### src/source/alut_time_counter.sv
`default_nettype none

module alut_time_counter
#(
   parameter int unsigned TICK_DIV = 4  // clocks per time unit
)
(
   input  wire         pclk30,
   input  wire         n_p_reset30,
   output logic [31:0] curr_time      // wraps, age math is modulo 2^32
);

   localparam int unsigned PRE_W = (TICK_DIV > 1) ? $clog2(TICK_DIV) : 1;

   logic [PRE_W-1:0] pre_cnt;  // prescaler
   logic             tick;

   assign tick = (pre_cnt == PRE_W'(TICK_DIV - 1));

   always_ff @(posedge pclk30 or negedge n_p_reset30)
   begin
      if (!n_p_reset30)
      begin
         pre_cnt   <= '0;
         curr_time <= '0;
      end
      else if (tick)
      begin
         pre_cnt   <= '0;
         curr_time <= curr_time + 32'd1;
      end
      else
      begin
         pre_cnt <= pre_cnt + PRE_W'(1);
      end
   end

endmodule

`default_nettype wire

### config.mk
export PLATFORM = sky130hd
export DESIGN_NAME = alut_time_counter
export DESIGN_NICKNAME = d
export VERILOG_FILES = /design/src/source/alut_time_counter.sv
export SDC_FILE = /design/constraint.sdc
export NUM_CORES = 1
export LEC_CHECK = 0
export BUFFER_PORTS_ARGS = -buffer_cell sky130_fd_sc_hd__buf_2
export CAP_MARGIN = 20
export CORE_MARGIN = 3
export CORE_UTILIZATION = 40
export DETAILED_ROUTE_END_ITERATION = 7
export GPL_TIMING_DRIVEN = 0
export PLACE_DENSITY_LB_ADDON = 0.2
export SLEW_MARGIN = 25
export SYNTH_ARGS = -nofsm -noshare
export SYNTH_HDL_FRONTEND = slang
export SYNTH_SLANG_ARGS = --single-unit
### constraint.sdc
create_clock -name pclk30 -period 4.55 [get_ports pclk30]
set_input_delay 0.2275 -clock pclk30 [delete_from_list [all_inputs] [get_ports pclk30]]
set_output_delay 0.2275 -clock pclk30 [all_outputs]
set_load 0.005 [all_outputs]
# == Word level (Yosys, flattened, before mapping) ==
# Cells that the tools add are included.
# word_totals
ff_bits,34
out_inout_bits,32
elab_cells,6
input_bits,2
# op_classes
muxes,1
n_eq_ne,1
add_sub_neg,2
# ops
cell,count
"adder 32 x 1 -> 32 bit, second input constant",1
"adder 2 x 1 -> 2 bit, second input constant",1
"== test 2 bit, second input constant",1
two-way mux 2 bit,1

# == Longest topological paths before layout ==
# logic_depth
depth_word,2
mapped_depth,6

# == Worst setup path before layout ==
# OpenSTA, ideal clock, no wires.
# synth_timing
path_type,reg-to-reg
start,reg pre_cnt[0]
end,reg curr_time[29]
required_ps,4427
n_path_buf,1
path_slack_ps,3047
arrival_time_ps,1380
synth_period_minus_slack_ps,1503
path_stages_with_launch,7
path_cell_list,dfrtp_1 ha_1 buf_2 nand4_4 nor3_4 nand4_1 xnor2_1
# synth_via
elab_chain_len,1
# synth_lines
item,line_no,rtl
from (decl),15,logic [PRE_W-1:0] pre_cnt;
from (signal assigned),34,pre_cnt <= pre_cnt + PRE_W'(1);
== test 2 bit,18,assign tick = (pre_cnt == PRE_W'(TICK_DIV - 1));
to (signal assigned),30,curr_time <= curr_time + 32'd1;
to (decl),10,output logic [31:0] curr_time
# No other way between the ends.
# A chain may end at the register's enable or synchronous reset.

# == Worst setup path after layout ==
# layout_timing
start,reg pre_cnt[0]
end,reg curr_time[27]
# Same word-level chain as after synthesis.

==> impl_metrics.xml <==
<?xml version="1.0" encoding="UTF-8"?>
<metrics>
  <group name="route">
    <metric name="drc" unit="">0</metric>
    <metric name="detail_route.wirelength" unit="microns">2950</metric>
    <metric name="drt-pass1-iter-count" unit="">4</metric>
    <metric name="avgRoutedWirePerCell" unit="microns">13.9</metric>
    <metric name="via_cell_ratio" unit="">5.04</metric>
    <metric name="drt.antenna.violating_nets" unit="">0</metric>
    <metric name="drt_iter0_markers" unit="">52</metric>
    <metric name="routed-via-count" unit="">1069</metric>
  </group>
  <group name="die">
    <metric name="core.rowCount" unit="">21</metric>
    <metric name="die-height" unit="microns">67.9</metric>
    <metric name="die_area" unit="sq mm">0.00460</metric>
    <metric name="floorplan.initialDensity" unit="%">43.8</metric>
    <metric name="floorplan.die.width" unit="microns">67.9</metric>
    <metric name="core-area" unit="sq mm">0.00349</metric>
    <metric name="boundaryPins" unit="">34</metric>
  </group>
  <group name="clock_tree">
    <metric name="clk_path_buf_depth" unit="">2</metric>
    <metric name="postCtsHoldBufs" unit="">0</metric>
    <metric name="total_of_cells_resized_after_clock_tree_synthesis" unit="">0</metric>
    <metric name="ctsRootBufferMaster" unit="">sky130_fd_sc_hd__clkbuf_8</metric>
    <metric name="cts-buffers-inserted" unit="">5</metric>
    <metric name="htree_levels" unit="">2</metric>
    <metric name="cts_tree" unit="">done</metric>
    <metric name="cts.clk_slew.worst_paths" unit="ps">60</metric>
    <metric name="clk_latency" unit="ps">270</metric>
    <metric name="clock_sink_count" unit="">34</metric>
    <metric name="cts_setup_buffers" unit="">0</metric>
  </group>
  <group name="logic_synthesis">
    <metric name="synthesis.area_per_instance" unit="sq um">12.1</metric>
    <metric name="synth-seq-cells" unit="">34</metric>
    <metric name="cell_area_after_synthesis" unit="sq mm">0.00153</metric>
    <metric name="synth_top_area_cell" unit="">sky130_fd_sc_hd__dfrtp_1</metric>
    <metric name="synth-edff-count" unit="">0</metric>
    <metric name="yosys_warnings" unit="">0</metric>
    <metric name="synth_ff_type" unit="">sky130_fd_sc_hd__dfrtp_1</metric>
    <metric name="synth.yosys.seq_area_share" unit="%">55.6</metric>
    <metric name="number_of_nets_in_the_synthesized_netlist" unit="">130</metric>
    <metric name="synth.distinct_cells" unit="">22</metric>
    <metric name="yosysTopAreaCellShare" unit="%">55.6</metric>
    <metric name="synth_area_leaders" unit="">sky130_fd_sc_hd__dfrtp_1 56%, sky130_fd_sc_hd__xnor2_1 14%, sky130_fd_sc_hd__nand3_1 4.9%</metric>
    <metric name="synthCells" unit="">126</metric>
    <metric name="synth-async-reset-ratio" unit="%">100</metric>
  </group>
  <group name="layout">
    <metric name="n_antenna_cell" unit="">0</metric>
    <metric name="n_fill_cell" unit="">326</metric>
    <metric name="final_layout_size_suffix_gt1_share" unit="%">28.3</metric>
    <metric name="final_area" unit="sq mm">0.00183</metric>
    <metric name="design.final.nets" unit="">170</metric>
    <metric name="area_growth_from_synthesis_to_final_layout" unit="%">19.5</metric>
    <metric name="utilization" unit="%">52.3</metric>
  </group>
  <group name="run">
    <metric name="timing.max_cap.violations" unit="">0</metric>
  </group>
  <group name="worst_setup_path">
    <metric name="crit_path_end_kind" unit="">flip-flop</metric>
    <metric name="start_point_of_the_critical_path" unit="">pre_cnt[0]</metric>
    <metric name="critical_path_arrival" unit="ps">1890</metric>
    <metric name="worst_path_cell_chain" unit="">ha_1 &gt; buf_2 &gt; nand4_4 &gt; nor3_4 &gt; nand4_1 &gt; xnor2_1</metric>
    <metric name="setup.worst_path.start_class" unit="">flip-flop</metric>
    <metric name="critical_path_peak_fanout" unit="">9</metric>
    <metric name="critical_path.top_delay_family" unit="">simple AND/OR/NAND/NOR gates</metric>
    <metric name="slowest_stage" unit="">sky130_fd_sc_hd__nor3_4</metric>
    <metric name="worstReg2RegStart" unit="">pre_cnt[0]</metric>
    <metric name="timing.critical_path.slowest_cell_delay" unit="ps">420</metric>
    <metric name="setup.worst_path.class" unit="">reg2reg</metric>
    <metric name="cp_num_buf_inv" unit="">1</metric>
    <metric name="critical_path_required_time" unit="ps">4710</metric>
  </group>
  <group name="pwr">
    <metric name="powerDensity" unit="mW/mm^2">278</metric>
    <metric name="peakVddDrop" unit="V">0.000152</metric>
    <metric name="power.static_leakage" unit="nW">0.925</metric>
  </group>
  <group name="sta">
    <metric name="timing_worst_slew_pin_value" unit="ps">759</metric>
    <metric name="final.period_utilization" unit="%">38.1</metric>
    <metric name="final_hold_vios" unit="">0</metric>
    <metric name="setup_viol_count_final" unit="">0</metric>
    <metric name="worst_slew_margin_rel" unit="%">49.4</metric>
    <metric name="hold-worst-slack" unit="ps">21.8</metric>
    <metric name="slew_violations" unit="">0</metric>
    <metric name="worst_clock_skew" unit="ps">2.90</metric>
    <metric name="timing_limited_maximum_frequency" unit="MHz">577</metric>
    <metric name="totalNegativeSetupSlack" unit="ps">0</metric>
    <metric name="min_period" unit="ps">1730</metric>
    <metric name="grt_setup_unrepaired" unit="">false</metric>
  </group>
  <group name="global_route">
    <metric name="number_of_antenna_violations_at_the_first_check_in_global_routing" unit="">0</metric>
    <metric name="grt-ovfl-total" unit="">0</metric>
    <metric name="maximum_number_of_pins_on_one_net_before_global_route_repair" unit="">35</metric>
    <metric name="grt_first_pass_wirelength" unit="microns">5110</metric>
    <metric name="grt_pass1_vias" unit="">1089</metric>
    <metric name="groute.usage.overall" unit="%">15.0</metric>
  </group>
  <group name="outcome">
    <metric name="status" unit="">finished, final reports clean</metric>
  </group>
  <group name="placement">
    <metric name="dp_hpwl" unit="microns">2110</metric>
    <metric name="gp_routability_congestion" unit="">0.776</metric>
    <metric name="port_buffers" unit="">33</metric>
    <metric name="dpl_cell_area" unit="sq mm">0.00175</metric>
  </group>
  <group name="min_path">
    <metric name="holdCritPathClass" unit="">in2async</metric>
  </group>
</metrics>
layer usage:
| metal | up-vias | share of wire [%] | global-route usage [%] |
|---|---|---|---|
| met5 | - | 0 | 0 |
| met2 | 20 | 53 | 25.3 |
| met3 | 2 | 4.3 | 3.94 |
| li1 | 520 | - | - |
| met4 | 0 | 0.58 | 6.70 |
| met1 | 527 | 43 | 18.0 |
cell families after synthesis:
| logic type | count (synthesis) | synth area share [%] |
|---|---|---|
| xor+xnor | 31 | 17.7 |
| buf+inv | 3 | 1.06 |
| simple gates | 55 | 23.2 |
| mux | 1 | 0.736 |
| flops | 34 | 55.6 |
| fa+ha+maj | 2 | 1.64 |
worst register-to-register path: cells and delay by family, from the launching register on:
| family | cells | cell delay [ps] |
|---|---|---|
| and+or+nand+nor | 3 | 770 |
| DFF | 1 | 350 |
| buffers and inverters | 1 | 190 |
| adders and majority gates | 1 | 140 |
| xor gates and xnor gates | 1 | 160 |
flip-flops by register name (all words and copies together) (netlist names):
register,flops
curr_time,32
pre_cnt,2
where the power goes:
group          internal (mW)  switching, mW  total (mW)
sequential             0.302              0       0.302
clock                  0.105         0.0944       0.200
combinational       0.000309        0.00566     0.00597
layout by cell type, fill, tap and decap left out, drive strengths merged:
cell type and n:
buf 35, dfrtp 34, xnor2 25, nand3 15
nand4 12, clkbuf 7, and3 6, nand2 6
xor2 6, nor2 5, nor3 4, and4 3
and2 2, ha 2, nor4 2, inv 1
mux2 1
cell usage after synthesis, types with 2 or more instances:
| master | count |
|---|---|
| sky130_fd_sc_hd__and2_1 | 2 |
| sky130_fd_sc_hd__and3_1 | 6 |
| sky130_fd_sc_hd__and4_1 | 3 |
| sky130_fd_sc_hd__dfrtp_1 | 34 |
| sky130_fd_sc_hd__ha_1 | 2 |
| sky130_fd_sc_hd__nand2_1 | 6 |
| sky130_fd_sc_hd__nand3_1 | 15 |
| sky130_fd_sc_hd__nand4_1 | 10 |
| sky130_fd_sc_hd__nor2_1 | 5 |
| sky130_fd_sc_hd__nor3_4 | 2 |
| sky130_fd_sc_hd__xnor2_1 | 25 |
| sky130_fd_sc_hd__xor2_1 | 6 |
area by class of cell:
class                      count  area, sq um  share of cell area, %
sequential                    34          851                   46.5
multi-input combinational     89          663                   36.3
timing repair buffer          33          165                   9.03
clock buffer                   7         76.3                   4.17
tap                           46         57.6                   3.15
buffer                         2         12.5                  0.684
inverter                       1         3.75                  0.205
final timing paths:
kind	end	slack [ps]	cells past startpoint
worst max-delay path	curr_time[27]	2820	6
worst min-delay path	curr_time[16]	20	1
worst max register to register	curr_time[27]	2820	6
worst min register to register	pre_cnt[0]	430	1
max in group asynchronous	curr_time[30]	4040	1
min in group pclk30	pre_cnt[0]	430	1
metrics by stage:
stage	std cells	setup slack (ps)	power, mW
after global routing	212	2590	0.532
after CTS	212	2790	0.520
after detailed placement	205	2810	0.314
final	212	2820	0.508
after floorplan	126	3050	0.308
after global placement	205	2840	0.314
(Power assumes the default switching activity.)
